--- src/hdl/snd_pkg.sv ---
// widths, opcode enum and inter-stage records
// shared by the sound cpu pipeline
package snd_pkg;

  ////////////////////////////////////////////////////////////////////////////
  // widths

  localparam int instr_w   = 16;            // program word
  localparam int data_w    = 8;             // accumulator and registers
  localparam int rom_aw    = 9;             // 512-word program
  localparam int reg_aw    = 4;             // sixteen Rr
  localparam int op_w      = 4;
  localparam int op_lsb    = instr_w - op_w; // opcode sits in the top nibble
  localparam int rom_depth = 1 << rom_aw;
  localparam int reg_num   = 1 << reg_aw;

  ////////////////////////////////////////////////////////////////////////////
  // instruction word
  //
  // bits 15..12 opcode, 11..8 register index, 7..0 immediate
  // jmp takes its target from bits 8..0

  typedef enum logic [op_w-1:0] {
    nop     = 4'd0,
    mvi_a   = 4'd1,   // A <- n
    mvi_r   = 4'd2,   // Rr <- n
    mov_a_r = 4'd3,   // A <- Rr
    mov_r_a = 4'd4,   // Rr <- A
    adi     = 4'd5,   // skip on carry
    sbi     = 4'd6,   // skip on borrow
    andi    = 4'd7,   // skip on zero
    ori     = 4'd8,
    xori    = 4'd9,
    add_r   = 4'd10,  // A <- A + Rr
    in_pa   = 4'd11,
    out_pb  = 4'd12,
    jmp     = 4'd13
  } op_e;             // 14 and 15 fold to nop in decode

  ////////////////////////////////////////////////////////////////////////////
  // stage records

  // fetch to decode
  typedef struct packed {
    logic               valid;
    logic [rom_aw-1:0]  pc;
    logic [instr_w-1:0] word;
  } fetch_t;

  // decode to execute
  typedef struct packed {
    logic               valid;
    op_e                op;
    logic [reg_aw-1:0]  r;
    logic [data_w-1:0]  imm;
    logic [rom_aw-1:0]  target;
    logic               alu_sub;        // subtract instead of add
    logic               skip_on_carry;  // carry or borrow test
    logic               skip_on_zero;
    logic               writes_a;
    logic               uses_reg;       // ALU operand is Rr
  } dec_t;

  // execute back to fetch and decode
  typedef struct packed {
    logic              valid;
    logic [rom_aw-1:0] target;
  } redirect_t;

endpackage
--- src/hdl/instr_decode.sv ---
// instruction decoder with one register stage between fetch and execute
`timescale 1ns/1ps

module instr_decode
  import snd_pkg::*;
(
  input  logic      CLK,
  input  logic      rst,
  input  fetch_t    fetched,
  input  redirect_t redirect,
  output dec_t      decoded
);

  logic [op_w-1:0] op_field;
  dec_t            dec_d;     // decoded record for the word at fetch
  dec_t            dec_q;
  logic            dec_valid;

  assign op_field = fetched.word[op_lsb +: op_w];

  ////////////////////////////////////////////////////////////////////////////
  // field extraction and control bits

  always_comb begin
    dec_d        = '0;
    dec_d.valid  = fetched.valid;
    dec_d.r      = fetched.word[8 +: reg_aw];
    dec_d.imm    = fetched.word[data_w-1:0];
    dec_d.target = fetched.word[rom_aw-1:0];

    if (op_field > op_w'(jmp)) begin
      dec_d.op = nop;                       // unused encodings
    end else begin
      dec_d.op = op_e'(op_field);
    end

    case (dec_d.op)
      mvi_a, in_pa: begin
        dec_d.writes_a = 1'b1;
      end
      mov_a_r: begin
        dec_d.writes_a = 1'b1;
        dec_d.uses_reg = 1'b1;
      end
      adi: begin
        dec_d.writes_a      = 1'b1;
        dec_d.skip_on_carry = 1'b1;
      end
      sbi: begin
        dec_d.writes_a      = 1'b1;
        dec_d.alu_sub       = 1'b1;
        dec_d.skip_on_carry = 1'b1;         // carry out doubles as borrow
      end
      andi: begin
        dec_d.writes_a     = 1'b1;
        dec_d.skip_on_zero = 1'b1;
      end
      ori, xori: begin
        dec_d.writes_a = 1'b1;
      end
      add_r: begin
        dec_d.writes_a = 1'b1;
        dec_d.uses_reg = 1'b1;              // no skip test
      end
      default: begin
        dec_d.writes_a = 1'b0;              // register writes, port out, jmp
      end
    endcase
  end

  ////////////////////////////////////////////////////////////////////////////
  // pipeline register

  always_ff @(posedge CLK) begin
    if (rst) begin
      dec_valid <= 1'b0;
    end else begin
      dec_valid <= fetched.valid && !redirect.valid;  // younger word is dead
    end
  end

  always_ff @(posedge CLK) begin
    if (fetched.valid) begin
      dec_q <= dec_d;
    end
  end

  always_comb begin
    decoded       = dec_q;
    decoded.valid = dec_valid;
  end

endmodule

--- config.mk ---
export PLATFORM = sky130hd
export DESIGN_NAME = instr_decode
export DESIGN_NICKNAME = d
export VERILOG_FILES = /design/src/hdl/snd_pkg.sv /design/src/hdl/instr_decode.sv
export SDC_FILE = /design/constraint.sdc
export NUM_CORES = 1
export LEC_CHECK = 0
export ABC_AREA = 1
export BUFFER_PORTS_ARGS = -buffer_cell sky130_fd_sc_hd__buf_2
export CORE_MARGIN = 2
export CORE_UTILIZATION = 30
export DETAILED_ROUTE_END_ITERATION = 10
export PLACE_DENSITY_LB_ADDON = 0.15
export SLEW_MARGIN = 20
export SYNTH_ARGS = -nofsm -noshare
export SYNTH_HDL_FRONTEND = slang
export SYNTH_SLANG_ARGS = --single-unit
--- constraint.sdc ---
create_clock -name CLK -period 1.1 [get_ports CLK]
set_input_delay 0.165 -clock CLK [delete_from_list [all_inputs] [get_ports CLK]]
set_output_delay 0.165 -clock CLK [all_outputs]
set_load 0.02 [all_outputs]
==> summary.txt <==
Outcome
  • Outcome: finished, final reports clean

Pwr
  • Power share of the combinational group: about 16%
  • Peak supply drop: about 1000 uV
  • PwrDens: ~1700 mW/mm^2
  • P_int: between 1 and 1.5 mW
  • Clock network power share: between 30% and 40%
  • Sequential share of power: roughly 53%
  • Sw Ratio: between 20% and 30%
  • NetSw: between 0.4 and 0.5 mW
  • P_leak: about 0.54 nW

Timing
  • Worst Hold Slack: 0.0301 ns
  • Crit path time final: ~1.0 ns
  • RSZ-0062 raised after global routing: false
  • Normalized max-slew margin: 87.9%
  • Worst Tran Pin Value: 0.181 ns
  • Period utilization: about 95%
  • Final Max Slew Viols: 0
  • Endpoints failing setup: 0
  • Post-route setup TNS: 0 ns
  • Final hold vios: 0
  • Maximum clock rate: between 900 and 1000 MHz

Drt
  • Number of routed nets with antenna violations: 0
  • Routed length per instance: 10.5 um
  • Post-route DRC: 0
  • DR vias: between 500 and 600
  • DR iter-0 viols: 16
  • Drt pass-1 iters: 4
  • Vias/cell: between 4 and 5
  • Detailed Route WL: between 1 and 1.5 mm

Logic synthesis
  • Area share of the largest cell type after synthesis: 74.1%
  • Synth cell types: 11
  • Synth Register Bits: 22
  • Post-synth top area cell: edfxtp_1
  • Syn nets: between 90 and 100
  • Sequential fraction of the synthesis area: between 70% and 80%
  • Avg Cell Area, Syn: around 14 um^2
  • Ranking of synthesized cells by area: edfxtp_1 (74%), buf_4 (8.8%), nand4_1 (3.7%), nand2_1 (3.5%), dfxtp_1 (2.4%)
  • Yosys Warn Count: 0
  • Post-Syn Area: between 800 and 900 um^2
  • Cells after Synth: 59

Cells and area
  • Ant. Diodes: 0
  • Fin util: between 40% and 50%
  • Fin nets: around 140
  • Share of layout cells above drive strength 1: a little under three fifths
  • Filler instances: between 200 and 300
  • Area growth syn-to-layout: 34.3%

Setup path
  • Critical Path Source: decoded[19]
  • Crit path DAT: 0.88 ns
  • CP bufs+invs: 1
  • Data required, critical path: 0.94 ns
  • CP max stage cell: edfxtp_1
  • Crit-path cells: buf_2
  • Crit path max-delay family: flip-flops
  • Setup crit start kind: flip-flop
  • Critical Path Sink Type: output port
  • CP Class: flip-flop to output port
  • Worst-path fanout max: 2
  • CP max stage delay: between 0.4 and 0.5 ns

Clock network
  • Clock Path Buffers: 2
  • Post-CTS Setup Inserts: 0
  • PostCTS Resize Cnt: 0
  • TritonCTS Buffers: 3
  • H-tree Lvls: 1
  • CTS tree: built
  • TritonCTS Sinks: 22
  • Reg clk slew, reported paths: between 0.1 and 0.15 ns
  • CTS root buf: clkbuf_4

Global routing
  • Total GRT Usage: between 8 and 9%
  • Largest net degree at the start of global routing: 14
  • Initial antenna violation count: 0
  • Total gr overflow: 0
  • First-pass GRT wire length: 2.12 mm
  • Vias in the first global route: 499

Hold path
  • Worst min-delay path endpoint: decoded[23]
  • Hold_sp: fetched[9]
  • Hold Crit Depth: 1
  • Hold Path Class: primary input to flip-flop

Die
  • Die area: between 0.003 and 0.004 mm^2
  • Die Wd: 57.3 um
  • Core area: approximately 0.0027 mm^2
  • Initial Utilization: 31.1%
  • Die Y: 57.3 um
  • Site Rows: 19
  • I/O pin total: 69

Place
  • RePlAce Congestion: around 0.80
  • Port bufs: 50
  • DPL Wire Length: between 1 and 1.5 mm

Run
  • Max_cap viols: 0
==> through the flow <==
stage	power (mW)	cells	setup WS, ns	instance area [um^2]
2_1_floorplan	1.22	59	0.268	851
3_3_place_gp	1.32	130	0.233	1070
3_5_place_dp	1.32	130	0.230	1070
4_1_cts	1.93	136	0.0189	1140
5_1_grt	1.96	136	0.0112	1140
6_report	1.90	136	0.0521	1140
==> kinds of logic after synthesis <==
| logic type | synth area share (%) |
|---|---|
| simple gates | 8.09 |
| flops | 76.5 |
| buf+inv | 13.1 |
| compound gates | 2.35 |
==> placed cells by master (no fill, tap or decap) <==
master,count
a21oi_1,3
buf_2,50
buf_4,2
bufinv_16,1
clkbuf_4,3
dfxtp_1,1
dlygate4sd3_1,2
edfxtp_1,21
inv_1,4
inv_2,3
nand2_1,8
nand4_1,5
nor3b_1,1
o21ai_1,1
==> what timing repair did <==
| item | in CTS | in global routing |
|---|---|---|
| hold endpoints to repair | 1 | 0 |
| endpoints found under the setup margin | 0 | 0 |
| hold buffers | 2 | 0 |
==> sequential cells by signal, summed over array words and instances, names as in the netlist <==
signal and cells:
decoded 21, dec_valid 1
==> cells in the mapped netlist (all sizes together) <==
library cell,count
nor3b,1
dfxtp,1
a21oi,3
nand4,5
o21ai,1
edfxtp,21
nand2,8
buf,12
inv,7
==> worst max-delay path by stage <==
stage,to,slack (ns),cells past startpoint
2_1_floorplan,decoded[14],0.27,1
3_3_place_gp,decoded[14],0.23,2
3_5_place_dp,decoded[17],0.23,2
4_1_cts,decoded[10],0.02,1
5_1_grt,decoded[10],0.01,1
6_report,decoded[10],0.05,1
==> layout make-up <==
class | instances | area (um^2) | share of cell area, %
tap | 31 | 38.8 | 3.40
clock inverter | 1 | 30.0 | 2.63
multi-input combinational | 18 | 88.8 | 7.78
sequential | 22 | 651 | 57.0
timing repair buffer | 54 | 285 | 25.0
clock buffer | 3 | 22.5 | 1.97
inverter | 7 | 26.3 | 2.30
==> per-layer routing <==
| metal | vias to the layer above | GRT usage [%] | part of all wire (%) |
|---|---|---|---|
| met1 | 259 | 9.33 | 37 |
| met4 | 0 | 5.98 | 0 |
| met5 | - | 0 | 0 |
| met3 | 0 | 0.907 | 7.6 |
| li1 | 286 | - | - |
| met2 | 30 | 15.6 | 55 |
==> power groups by stage <==
stage | logic, mW | registers (mW) | clock network [mW]
6_report | 0.294 | 1.01 | 0.598
5_1_grt | 0.316 | 1.01 | 0.636
4_1_cts | 0.298 | 1.01 | 0.621
3_5_place_dp | 0.292 | 1.03 | 0
3_3_place_gp | 0.293 | 1.02 | 0
2_1_floorplan | 0.106 | 1.11 | 0
(Power assumes the default switching activity.)
