<file path="src/hdl/snd_pkg.sv">
// widths, opcode enum and inter-stage records
// shared by the sound cpu pipeline
package snd_pkg;

  ////////////////////////////////////////////////////////////////////////////
  // widths

  localparam int instr_w   = 16;            // program word
  localparam int data_w    = 8;             // accumulator and registers
  localparam int rom_aw    = 9;             // 512-word program
  localparam int reg_aw    = 4;             // sixteen Rr
  localparam int op_w      = 4;
  localparam int op_lsb    = instr_w - op_w; // opcode sits in the top nibble
  localparam int rom_depth = 1 << rom_aw;
  localparam int reg_num   = 1 << reg_aw;

  ////////////////////////////////////////////////////////////////////////////
  // instruction word
  //
  // bits 15..12 opcode, 11..8 register index, 7..0 immediate
  // jmp takes its target from bits 8..0

  typedef enum logic [op_w-1:0] {
    nop     = 4'd0,
    mvi_a   = 4'd1,   // A <- n
    mvi_r   = 4'd2,   // Rr <- n
    mov_a_r = 4'd3,   // A <- Rr
    mov_r_a = 4'd4,   // Rr <- A
    adi     = 4'd5,   // skip on carry
    sbi     = 4'd6,   // skip on borrow
    andi    = 4'd7,   // skip on zero
    ori     = 4'd8,
    xori    = 4'd9,
    add_r   = 4'd10,  // A <- A + Rr
    in_pa   = 4'd11,
    out_pb  = 4'd12,
    jmp     = 4'd13
  } op_e;             // 14 and 15 fold to nop in decode

  ////////////////////////////////////////////////////////////////////////////
  // stage records

  // fetch to decode
  typedef struct packed {
    logic               valid;
    logic [rom_aw-1:0]  pc;
    logic [instr_w-1:0] word;
  } fetch_t;

  // decode to execute
  typedef struct packed {
    logic               valid;
    op_e                op;
    logic [reg_aw-1:0]  r;
    logic [data_w-1:0]  imm;
    logic [rom_aw-1:0]  target;
    logic               alu_sub;        // subtract instead of add
    logic               skip_on_carry;  // carry or borrow test
    logic               skip_on_zero;
    logic               writes_a;
    logic               uses_reg;       // ALU operand is Rr
  } dec_t;

  // execute back to fetch and decode
  typedef struct packed {
    logic              valid;
    logic [rom_aw-1:0] target;
  } redirect_t;

endpackage
</file>
<file path="src/hdl/exec_unit.sv">
// execute stage with accumulator, register file, ALU,
// skip flag, port B register and jump requests
`timescale 1ns/1ps

module exec_unit
  import snd_pkg::*;
(
  input  logic              CLK,
  input  logic              rst,
  input  dec_t              decoded,
  input  logic [data_w-1:0] pa,
  output logic [data_w-1:0] pb,
  output logic              pb_strobe,
  output redirect_t         redirect
);

  logic [data_w-1:0]              a;
  logic [reg_num-1:0][data_w-1:0] rf;         // Rr from the on-chip SRAM
  logic                           skip;       // drop next valid instruction
  logic                           run;        // valid and not skipped
  logic [data_w-1:0]              opnd;       // immediate or Rr
  logic [data_w-1:0]              alu_y;
  logic                           alu_co;
  logic                           alu_z;
  logic                           skip_take;
  logic [data_w-1:0]              a_next;
  logic                           rf_we;
  logic [data_w-1:0]              rf_wdata;

  assign run  = decoded.valid && !skip;
  assign opnd = decoded.uses_reg ? rf[decoded.r] : decoded.imm;

  ////////////////////////////////////////////////////////////////////////////
  // ALU

  always_comb begin
    alu_co = 1'b0;
    case (decoded.op)
      andi:    alu_y = a & opnd;
      ori:     alu_y = a | opnd;
      xori:    alu_y = a ^ opnd;
      default: begin
        if (decoded.alu_sub) begin
          {alu_co, alu_y} = {1'b0, a} - {1'b0, opnd};   // co is borrow
        end else begin
          {alu_co, alu_y} = {1'b0, a} + {1'b0, opnd};
        end
      end
    endcase
  end

  assign alu_z     = (alu_y == '0);
  assign skip_take = (decoded.skip_on_carry && alu_co) ||
                     (decoded.skip_on_zero && alu_z);

  ////////////////////////////////////////////////////////////////////////////
  // write-back selection

  always_comb begin
    case (decoded.op)
      mvi_a:   a_next = decoded.imm;
      mov_a_r: a_next = opnd;
      in_pa:   a_next = pa;             // port sampled at execute
      default: a_next = alu_y;
    endcase
  end

  assign rf_we    = run && (decoded.op == mvi_r || decoded.op == mov_r_a);
  assign rf_wdata = (decoded.op == mov_r_a) ? a : decoded.imm;

  // jump request back to fetch and decode
  // a skipped jmp raises no request
  assign redirect = '{valid: run && (decoded.op == jmp), target: decoded.target};

  ////////////////////////////////////////////////////////////////////////////
  // architectural state

  always_ff @(posedge CLK) begin
    if (rst) begin
      a         <= '0;
      rf        <= '0;
      skip      <= 1'b0;
      pb        <= '0;
      pb_strobe <= 1'b0;
    end else begin
      pb_strobe <= 1'b0;

      // a valid slot either consumes the flag or sets it afresh
      if (decoded.valid) begin
        skip <= run && skip_take;
      end

      if (run && decoded.writes_a) begin
        a <= a_next;
      end

      if (rf_we) begin
        rf[decoded.r] <= rf_wdata;
      end

      if (run && (decoded.op == out_pb)) begin
        pb        <= a;
        pb_strobe <= 1'b1;              // one cycle per result
      end
    end
  end

endmodule

</file>
<file path="config.mk">
export PLATFORM = sky130hd
export DESIGN_NAME = exec_unit
export DESIGN_NICKNAME = d
export VERILOG_FILES = /design/src/hdl/snd_pkg.sv /design/src/hdl/exec_unit.sv
export SDC_FILE = /design/constraint.sdc
export NUM_CORES = 1
export LEC_CHECK = 0
export BUFFER_PORTS_ARGS = -buffer_cell sky130_fd_sc_hd__clkbuf_2
export CAP_MARGIN = 20
export CORE_ASPECT_RATIO = 2
export CORE_UTILIZATION = 25
export CTS_CLUSTER_SIZE = 28
export DETAILED_ROUTE_END_ITERATION = 12
export PLACE_DENSITY = 0.46
export SETUP_SLACK_MARGIN = 0.15
export SYNTH_ARGS = -nofsm -noshare
export SYNTH_HDL_FRONTEND = slang
export SYNTH_SLANG_ARGS = --single-unit
</file>
<file path="constraint.sdc">
create_clock -name CLK -period 4.4 [get_ports CLK]
set_input_delay 0.88 -clock CLK [delete_from_list [all_inputs] [get_ports CLK]]
set_output_delay 0.88 -clock CLK [all_outputs]
set_load 0.02 [all_outputs]
</file>
==> results of run 1 <==
worst min-delay path: cells and delay by family, from the launching register on:
| kind | cells | cell delay, ns |
|---|---|---|
| DFF | 1 | 0.33 |
| and+or+nand+nor | 1 | 0.07 |
| AOI/OAI and AO/OA | 1 | 0.06 |
through the flow:
step                cells  util (%)
floorplan             850         -
global placement     1248      28.2
detailed placement   1248      28.2
CTS                  1280      30.2
global route         1281      30.4
finish               1281      30.4
synth_stat cells, types with 3 or more instances:
| library cell | instances |
|---|---|
| a31oi_1 | 3 |
| nand2b_1 | 7 |
| nor2_1 | 192 |
| a22oi_1 | 5 |
| nand3b_1 | 5 |
| o211ai_1 | 3 |
| xnor2_1 | 3 |
| mux2i_1 | 33 |
| buf_1 | 5 |
| ha_1 | 24 |
| nor3b_1 | 3 |
| o22ai_1 | 4 |
| inv_1 | 25 |
| nor2b_1 | 7 |
| and2_1 | 3 |
| mux2_2 | 11 |
| a21oi_1 | 41 |
| nand3_1 | 5 |
| nor3_1 | 6 |
| a211oi_1 | 99 |
| buf_4 | 12 |
| dfxtp_1 | 146 |
| nand2_1 | 35 |
| o21ai_0 | 31 |
| o31ai_1 | 4 |
| mux4_2 | 37 |
| buf_2 | 10 |
| clkbuf_1 | 49 |
power breakdown:
part	internal (mW)	switching, mW	leakage [nW]
clock network	0.819	0.615	0.283
logic	0.166	0.249	1.98
registers	1.33	0.0137	1.18
total	2.32	0.877	3.44
final cells by class:
cell class	count	area [um2]
multi-input combinational	600	4330
inverter	26	97.6
fill	3193	21000
clock buffer	20	457
clock inverter	12	118
sequential	146	2920
timing repair buffer	109	800
tap	368	460
repair_timing:
action                                  4_1_cts  5_1_grt
pin swaps                                     1        1
resized for setup                             3       15
gates cloned                                  0        1
endpoints found under the setup margin        2        3
routing by layer:
layer / wire [um] / share of wire [%] / global-route usage (%)
met5: 0 / 0 / 0
met2: 14500 / 57 / 32.8
met1: 8830 / 35 / 15.4
met4: 1550 / 6.1 / 10.9
met3: 590 / 2.3 / 2.38
registers in the layout (all words and copies together) (netlist names):
name	flops
a	8
pb	8
pb_strobe	1
rf	128
skip	1
final timing paths:
path / startpoint / endpoint / slack, ns / cells after the start
min: rf[23] / rf[23] / 0.49 / 2
min reg2reg: rf[23] / rf[23] / 0.49 / 2
max reg2reg: rf[16] / skip / 0.60 / 11
max: decoded[23] / skip / 0.26 / 12
kinds of logic after synthesis:
group / share of synthesized area [%]
xor gates and xnor gates: 0.571
AOI/OAI and AO/OA: 18.7
DFF: 38.1
muxes: 16.8
adders and majority gates: 4.44
buffers and inverters: 6.04
and+or+nand+nor: 15.4
==> impl_results.md, run 1 <==
* Sinks on the clock net at 146
* Diode insertion count for antenna repair at 0
* Hold-fix buffers at CTS at 0
* Post-synthesis area per instance at 9.02 um2
* Post-layout minimum cycle time at about 4.1 ns
* Critical path's slowest cell: mux4_2
* Global-route wire length before repair at between 30000 and 40000 um
* VDD IR max at 0.000199 V
* Area of the core at 30200 um2
* Post-CTS setup buffers at 0
* Die Ht at 250 um
* Total Power at 3.19 mW
* Maximum fanout encountered on the critical timing path at 3
* Seq/Total Area, Yosys at 38.1%
* Vias in the first global route at 6405
* Mean number of vias per cell at 4.98
* Count of maximum capacitance violations at 0
* Post-detailed-route count of antenna-violating nets at 0
* Layout overhead on the synthesized area at 19.8%
* Final worst-path cycle share at about 94%
* Worst setup SP type: primary input
* Overall die area at 31400 um2
* Top delay family on crit path: multiplexers
* Pre-CTS worst setup slack at -0.485 ns
* Initial antenna violation count at 0
* Chip width at 126 um
* GRT Util Overall at between 15 and 20%
* Routability congestion estimate from global placement at 0.977
* Number of warnings reported in the yosys synthesis log at 0
* Share of the synthesized area in the top cell type at 38.1%
* Nets in the synthesized netlist at ~920
* Initial Utilization at between 20% and 30%
* Most frequent standard cell in the layout excluding fill and tap cells: nor2_1
* RSZ-0062 raised after global routing: true
* Insertion delay of the later-clocked pin in the worst-skew pair at 0.43 ns
* DRT Wirelength at around 25000 um
* TritonCTS clock tree: done
* Ordered cell list for the critical path: clkbuf_2, mux4_2, mux4_2, mux2_4, ha_1, inv_1, fa_1, mux2i_1, o21ai_1, or4b_1, or4_4, o41ai_2
* Commonest non-fill, non-tap cells in the layout: nor2_1 (191), dfxtp_1 (146), a211oi_1 (98)
* Standard-cell rows at 90
* Synth unique cells at 55
* Main synth FF type: dfxtp_1
* Critical setup path kind: primary input to register
* Initial DRC Count at 325
* Number of DRC violations after detailed routing at 0
* Count of H-tree levels built during CTS at 4
* Cell type with the largest total area after synthesis: dfxtp_1
* Setup clock skew after layout at approximately 0.012 ns
* Pin count of the biggest net entering global routing at 81
* Boundary pin count at 60
* Clock root buffer: clkbuf_16
* Gate count after technology mapping at 850
* Crit path required time at 4.74 ns
* Top post-synthesis cells by area: dfxtp_1 (38%), mux4_2 (11%), a211oi_1 (9.7%)
* Final hold slack at 0.489 ns
* Placement Cell Area at 8520 um2
* Number of port buffers at approximately 40
* Final setup violation count at 0
* Total half-perimeter wirelength after legalization and detailed placement at 19100 um
* Detailed-route wire length per cell at 19.9 um
* Final hold violations at 0
* Critical Path Sink Type: register
* Final global-route overflow total at 0
* Worst Path Arrival at approximately 4.5 ns
* Max Root-Sink Buffers at 2
* Netlist area before placement at approximately 7700 um2
* Count of flip-flops with a built-in enable after synthesis at 0
* Final Max Slew Viols at 0
* DRT Pass-1 Iters at 5
* Share of flip-flops with an asynchronous set or reset at 0%
* Achievable clock frequency at around 0.24 GHz
* Combined buffer and inverter count along the critical path at 2
* Slew HR at 42.9%
* Least-Margin Pin Slew at approximately 0.85 ns
* Fraction of layout instances using a drive strength above 1 at 22.0%
* Pwr per Cell Area at roughly 350 nW/um2
* Nets at 967
* Post-layout instance area at 9190 um2
* Setup slack after layout at ~0.26 ns
* Vias at between 6000 and 7000
* Critical Path Most Common Cell: mux4_2
* Largest stage delay on the critical path at between 0.5 and 0.6 ns
* Final total negative setup slack at 0 ns
* Result of the run: complete, no violations
* Number of buffers added by the clock tree synthesis step at 17
* Class of the worst hold path: register to register
* Seq cells post-synth at ~150
* Clock-pin slew reported for the worst setup and hold paths after clock tree synthesis at 0.07 ns
* Reported leakage power at 3.44 nW
Note: power is estimated with default switching activity, not from simulation.
==> inputs of run 2 (changes only) <==
PLACE_DENSITY = not set   (was 0.46)
==> impl_results.md, run 2 (synthesized netlist as in run 1, its figures left out) <==
* Setup clock skew after layout at 0.00960 ns (-0.00227 ns)
* Final Max Slew Viols at 0 (unchanged)
* Biggest regs: rf x128, a x8, pb x8
* Number of port buffers at 41 (unchanged)
* Least-Margin Pin Slew at 0.921 ns (+0.0722 ns)
* Final total negative setup slack at 0 ns (unchanged)
* Global-route wire length before repair at 36100 um (-6.1%)
* Post-CTS setup buffers at 0 (unchanged)
* Count of H-tree levels built during CTS at 4 (unchanged)
* Top reg by flops: rf
* Total half-perimeter wirelength after legalization and detailed placement at 17700 um (-7.1%)
* Max Root-Sink Buffers at 2 (unchanged)
* Standard-cell rows at 90 (unchanged)
* Commonest non-fill, non-tap cells in the layout: nor2_1 (190), dfxtp_1 (146), a211oi_1 (98)
* Clock root buffer: clkbuf_16
* Post-detailed-route count of antenna-violating nets at 0 (unchanged)
* Core occupancy in the finished layout at 30.5% (+0.062 points)
* Number of DRC violations after detailed routing at 0 (unchanged)
* Total Power at 3.30 mW (+3.2%)
* DRT Wirelength at 23600 um (-7.5%)
* DRT Pass-1 Iters at 4 (-1)
* GRT Util Overall at 15.1% (-1.4 points)
* Most frequent standard cell in the layout excluding fill and tap cells: nor2_1
* Worst Path Arrival at 4.42 ns (-0.06 ns)
* VDD IR max at 0.000169 V (-15%)
* Die Ht at 250 um (unchanged)
* Mean number of vias per cell at 5.07 (+2.0%)
* Insertion delay of the later-clocked pin in the worst-skew pair at 0.44 ns (about the same)
* Reported leakage power at 3.45 nW (+0.25%)
* Result of the run: complete, no violations
* Total internal power at 2.46 mW (+6.1%)
* Share of total power consumed by net switching at 25.4% (-2.1 points)
* Final worst-path cycle share at 92.7% (-1.5 points)
* Final hold violations at 0 (unchanged)
* Chip width at 126 um (unchanged)
* Slew HR at 38.6% (-4.3 points)
* Clock Power Share at 46.9% (+2.0 points)
* Vias in the first global route at 6519 (+1.8%)
* Boundary pin count at 60 (unchanged)
* Count of maximum capacitance violations at 0 (unchanged)
* Area of the core at 30200 um2 (unchanged)
* Nets at 969 (+0.21%)
* Maximum fanout encountered on the critical timing path at 3 (unchanged)
* Critical Path Sink Type: register
* Initial Utilization at 25.4% (unchanged)
* Pwr per Cell Area at 358 nW/um2 (+3.0%)
* Flip-flop count of the largest register after layout at 128 (unchanged)
* Number of buffers added by the clock tree synthesis step at 17 (unchanged)
* Proportion of power drawn by combinational gates at 12.3% (-0.7 points)
* Achievable clock frequency at 0.245 GHz (+1.6%)
* Overall die area at 31400 um2 (unchanged)
* Critical setup path kind: primary input to register
* Sinks on the clock net at 146 (unchanged)
* Sw power at 838 uW (-4.5%)
* Clock-pin slew reported for the worst setup and hold paths after clock tree synthesis at 0.06 ns (about the same)
* Final setup violation count at 0 (unchanged)
* Initial antenna violation count at 1 (+1)
* Worst setup SP type: primary input
* Crit path required time at 4.75 ns (about the same)
* Post-layout minimum cycle time at 4.08 ns (-0.0662 ns)
* TritonCTS clock tree: done
* Diode insertion count for antenna repair at 0 (unchanged)
* Pin count of the biggest net entering global routing at 78 (-3.7%)
* Detailed-route wire length per cell at 18.4 um (-7.6%)
* Initial DRC Count at 384 (+18%)
* Hold-fix buffers at CTS at 0 (unchanged)
* Routability congestion estimate from global placement at 0.978 (+0.11%)
* Vias at 6511 (+2.2%)
* Layout overhead on the synthesized area at 20.0%
* Proportion of power drawn by flip-flops and latches at 40.8% (-1.3 points)
* Final global-route overflow total at 0 (unchanged)
* RSZ-0062 raised after global routing: false
* Fraction of layout instances using a drive strength above 1 at 22.3% (+0.28 points)
* Class of the worst hold path: register to register
-- run 2: per-layer routing --
| metal | track usage, % | routed length [um] |
|---|---|---|
| met1 | 13.8 | 8150 |
| met2 | 29.9 | 13400 |
| met3 | 2.25 | 687 |
| met4 | 10.5 | 1270 |
| met5 | 0 | 13 |
-- run 2: stage by stage --
step	cell area, um2	hold slack [ns]	cells	setup slack [ns]
floorplan	7690	0.449	850	0.0110
global placement	8510	0.461	1251	-0.423
detailed placement	8510	0.474	1251	-0.430
CTS	9140	0.488	1283	0.209
global route	9200	0.517	1283	0.153
finish	9200	0.484	1283	0.323
-- run 2: layout make-up --
cell class	count	area, um2
clock inverters	13	181
fillers	3172	21000
flip-flops and latches	146	2920
inverters	26	97.6
multi-input cells	600	4340
repair buffers	111	763
clock buffers	19	443
well taps	368	460
-- run 2: power by group through the flow --
stage	clock [mW]	combinational [mW]	sequential, mW
3_3_place_gp	0	0.385	1.37
5_1_grt	1.62	0.434	1.35
3_5_place_dp	0	0.387	1.37
2_1_floorplan	0	0.247	1.37
6_report	1.55	0.406	1.35
4_1_cts	1.56	0.390	1.35
-- run 2: what timing repair did --
| action | CTS | global route |
|---|---|---|
| pin swaps | 0 | 2 |
| resized for setup | 3 | 17 |
| cloned | 0 | 0 |
| setup endpoints to repair | 2 | 4 |
-- run 2: final timing paths --
kind / startpoint / end / slack [ns] / depth (start not counted)
setup / recovery: decoded[23] / skip / 0.32 / 14
hold / removal: rf[18] / rf[18] / 0.48 / 2
setup reg to reg: rf[56] / skip / 0.67 / 13
hold reg to reg: rf[18] / rf[18] / 0.48 / 2
-- run 2: worst max-delay path: stages --
cell      delay (ns)
buf_2           0.16
mux4_2          0.54
mux4_2          0.46
mux2_4          0.28
ha_1            0.22
fa_2            0.38
nand3_1         0.12
a21boi_0        0.18
o21a_1          0.24
o31ai_1         0.25
xnor2_1         0.15
o21ai_0         0.09
buf_4           0.17
o41ai_2         0.30
==> inputs of run 3 (changes only) <==
CORE_ASPECT_RATIO = 1.4   (was 2)
SETUP_SLACK_MARGIN = 0.4   (was 0.15)
==> impl_results.md, run 3 (synthesized netlist as in run 1, its figures left out) <==
* Result of the run: complete, no violations
* Total of fill cells in the finished design at 3087 (-2.7%)
* Share of total power consumed by net switching at 25.2% (-0.19 points)
* Total half-perimeter wirelength after legalization and detailed placement at 16100 um (-8.8%)
* Final hold violations at 0 (unchanged)
* Sequential cell area at 2920 um2 (unchanged)
* Sw power at 800 uW (-4.6%)
* Least-Margin Pin Slew at 0.940 ns (+0.0191 ns)
* Count of H-tree levels built during CTS at 4 (unchanged)
* Worst reg2reg setup slack at 0.68 ns (about the same)
* RSZ-0062 raised after global routing: true
* Post-layout minimum cycle time at 4.04 ns (-0.0348 ns)
* Slew HR at 36.8% (-1.8 points)
* Global-route wire length before repair at 34700 um (-3.9%)
* DRT Pass-1 Iters at 5 (+1)
* Fraction of layout instances using a drive strength above 1 at 23.9% (+1.6 points)
* Sinks on the clock net at 146 (unchanged)
* Clock-pin slew reported for the worst setup and hold paths after clock tree synthesis at 0.06 ns (about the same)
* Final global-route overflow total at 0 (unchanged)
* Number of port buffers at 41 (unchanged)
* Insertion delay of the later-clocked pin in the worst-skew pair at 0.42 ns (-0.02 ns)
* Commonest non-fill, non-tap cells in the layout: nor2_1 (191), dfxtp_1 (146), a211oi_1 (98)
* Cell depth of the worst hold path at 2 (unchanged)
* DRT Wirelength at 21700 um (-7.8%)
* Ordered cell list for the critical path: clkbuf_8, buf_4, mux4_2, mux4_2, mux2_4, inv_4, fa_1, mux2i_1, o21ai_1, or4b_1, or4_4, o41ai_2
* Nets at 972 (+0.31%)
* Chip width at 150 um (+19%)
* Hold path endpoint: rf[18]
* Total internal power at 2.37 mW (-3.6%)
* Number of DRC violations after detailed routing at 0 (unchanged)
* Reported leakage power at 3.44 nW (-0.18%)
* Proportion of power drawn by flip-flops and latches at 42.5% (+1.7 points)
* Hold wc startpoint: rf[18]
* Class of the worst hold path: register to register
* Post-detailed-route count of antenna-violating nets at 0 (unchanged)
* Number of buffers added by the clock tree synthesis step at 17 (unchanged)
* Final worst-path cycle share at 91.9% (-0.79 points)
* RR Startpoint: rf[120]
* Detailed-route wire length per cell at 16.7 um (-9.2%)
* Critical Path Most Common Cell: mux4_2
* Max Root-Sink Buffers at 2 (unchanged)
* Total Power at 3.17 mW (-3.8%)
* VDD IR max at 0.000163 V (-3.9%)
* Combined area of the multi-input logic cells at 4440 um2 (+2.5%)
* Layout overhead on the synthesized area at 21.4%
* Initial DRC Count at 330 (-14%)
* Boundary pin count at 60 (unchanged)
* Critical setup path kind: primary input to register
* Proportion of power drawn by combinational gates at 13.1% (+0.8 points)
* Final Max Slew Viols at 0 (unchanged)
* RR Endpoint: skip
* Setup clock skew after layout at 0.00600 ns (-0.00361 ns)
* Clock root buffer: clkbuf_16
* GRT Util Overall at 14.3% (-0.81 points)
* Diode insertion count for antenna repair at 0 (unchanged)
* TritonCTS clock tree: done
* Pwr per Cell Area at 341 nW/um2 (-4.9%)
* Vias in the first global route at 6340 (-2.7%)
* Routability congestion estimate from global placement at 0.949 (-3.0%)
* Flip-flop count of the largest register after layout at 128 (unchanged)
* Most frequent standard cell in the layout excluding fill and tap cells: nor2_1
* Final total negative setup slack at 0 ns (unchanged)
* Area of the core at 30000 um2 (-0.50%)
* Worst Path Arrival at 4.37 ns (-0.05 ns)
* Maximum fanout encountered on the critical timing path at 6 (+3)
* Pin count of the biggest net entering global routing at 81 (+3.8%)
* Critical Path Sink Type: register
* Worst setup SP type: primary input
* Initial Utilization at 25.5% (+0.13 points)
* Achievable clock frequency at 0.247 GHz (+0.86%)
* Length in cells of the worst reg-to-reg path at 11 (-2)
* Top reg by flops: rf
* Final setup violation count at 0 (unchanged)
* Crit path required time at 4.73 ns (-0.02 ns)
* Initial antenna violation count at 0 (-1)
* Biggest regs: rf x128, a x8, pb x8
* Mean number of vias per cell at 4.85 (-4.4%)
* Count of maximum capacitance violations at 0 (unchanged)
* Critical path's slowest cell: or4b_1
* Vias at 6319 (-2.9%)
* Clock Power Share at 44.4% (-2.5 points)
* Standard-cell rows at 75 (-17%)
* Overall die area at 31400 um2 (-0.10%)
* Die Ht at 209 um (-16%)
* Largest stage delay on the critical path at 0.53 ns (about the same)
-- run 3: power by group through the flow --
| stage | clock (mW) | combinational, mW | sequential, mW |
|---|---|---|---|
| 2_1_floorplan | 0 | 0.254 | 1.37 |
| 3_3_place_gp | 0 | 0.383 | 1.38 |
| 3_5_place_dp | 0 | 0.385 | 1.38 |
| 4_1_cts | 1.44 | 0.394 | 1.35 |
| 5_1_grt | 1.49 | 0.449 | 1.35 |
| 6_report | 1.41 | 0.415 | 1.35 |
-- run 3: critical path, delay by kind of cell --
family,cells,cell delay (ns)
AND/OR/NAND/NOR,2,0.97
multiplexers,4,1.45
AO/OA/AOI/OAI,2,0.30
buffers and inverters,3,0.35
adder cells (fa/ha/maj),1,0.41
-- run 3: layer usage --
layer	global-route usage, %	up-vias	routed length, um
met2	26.3	142	11700
met4	7.42	0	772
li1	-	3161	-
met5	0	-	0
met1	15.9	2976	8700
met3	1.79	40	584
-- run 3: what timing repair did --
action                                  in CTS  in global routing
buffers inserted                             1                  2
hold buffers                                 0                  0
resized for setup                           11                 26
endpoints found under the setup margin       4                  5
pin swaps                                    1                 10
-- run 3: how the worst max path moves through the flow --
stage	startpoint	to	slack [ns]	depth (start not counted)
global placement	decoded[22]	skip	-0.34	15
detailed placement	decoded[22]	skip	-0.39	15
global route	decoded[23]	skip	0.30	12
CTS	decoded[23]	skip	0.33	12
floorplan	decoded[22]	skip	0.03	13
finish	decoded[22]	skip	0.36	12
-- run 3: cell type report --
| class | instances | share of cell area (%) |
|---|---|---|
| inverters | 26 | 1.08 |
| repair buffers | 114 | 8.45 |
| flip-flops and latches | 146 | 31.4 |
| clock inverters | 9 | 1.14 |
| multi-input cells | 600 | 47.7 |
| clock buffers | 23 | 5.03 |
| well taps | 385 | 5.17 |
-- run 3: per-stage QoR --
| stage | util (%) | instances | setup slack (ns) | hold slack [ns] | cell area (um2) |
|---|---|---|---|---|---|
| final | 31.0 | 1303 | 0.358 | 0.478 | 9310 |
| after global routing | 31.0 | 1303 | 0.300 | 0.497 | 9310 |
| after CTS | 30.6 | 1301 | 0.333 | 0.481 | 9200 |
| after detailed placement | 28.5 | 1268 | -0.394 | 0.468 | 8560 |
| after global placement | 28.5 | 1268 | -0.343 | 0.461 | 8560 |
| after floorplan | - | 850 | 0.0326 | 0.449 | 7750 |
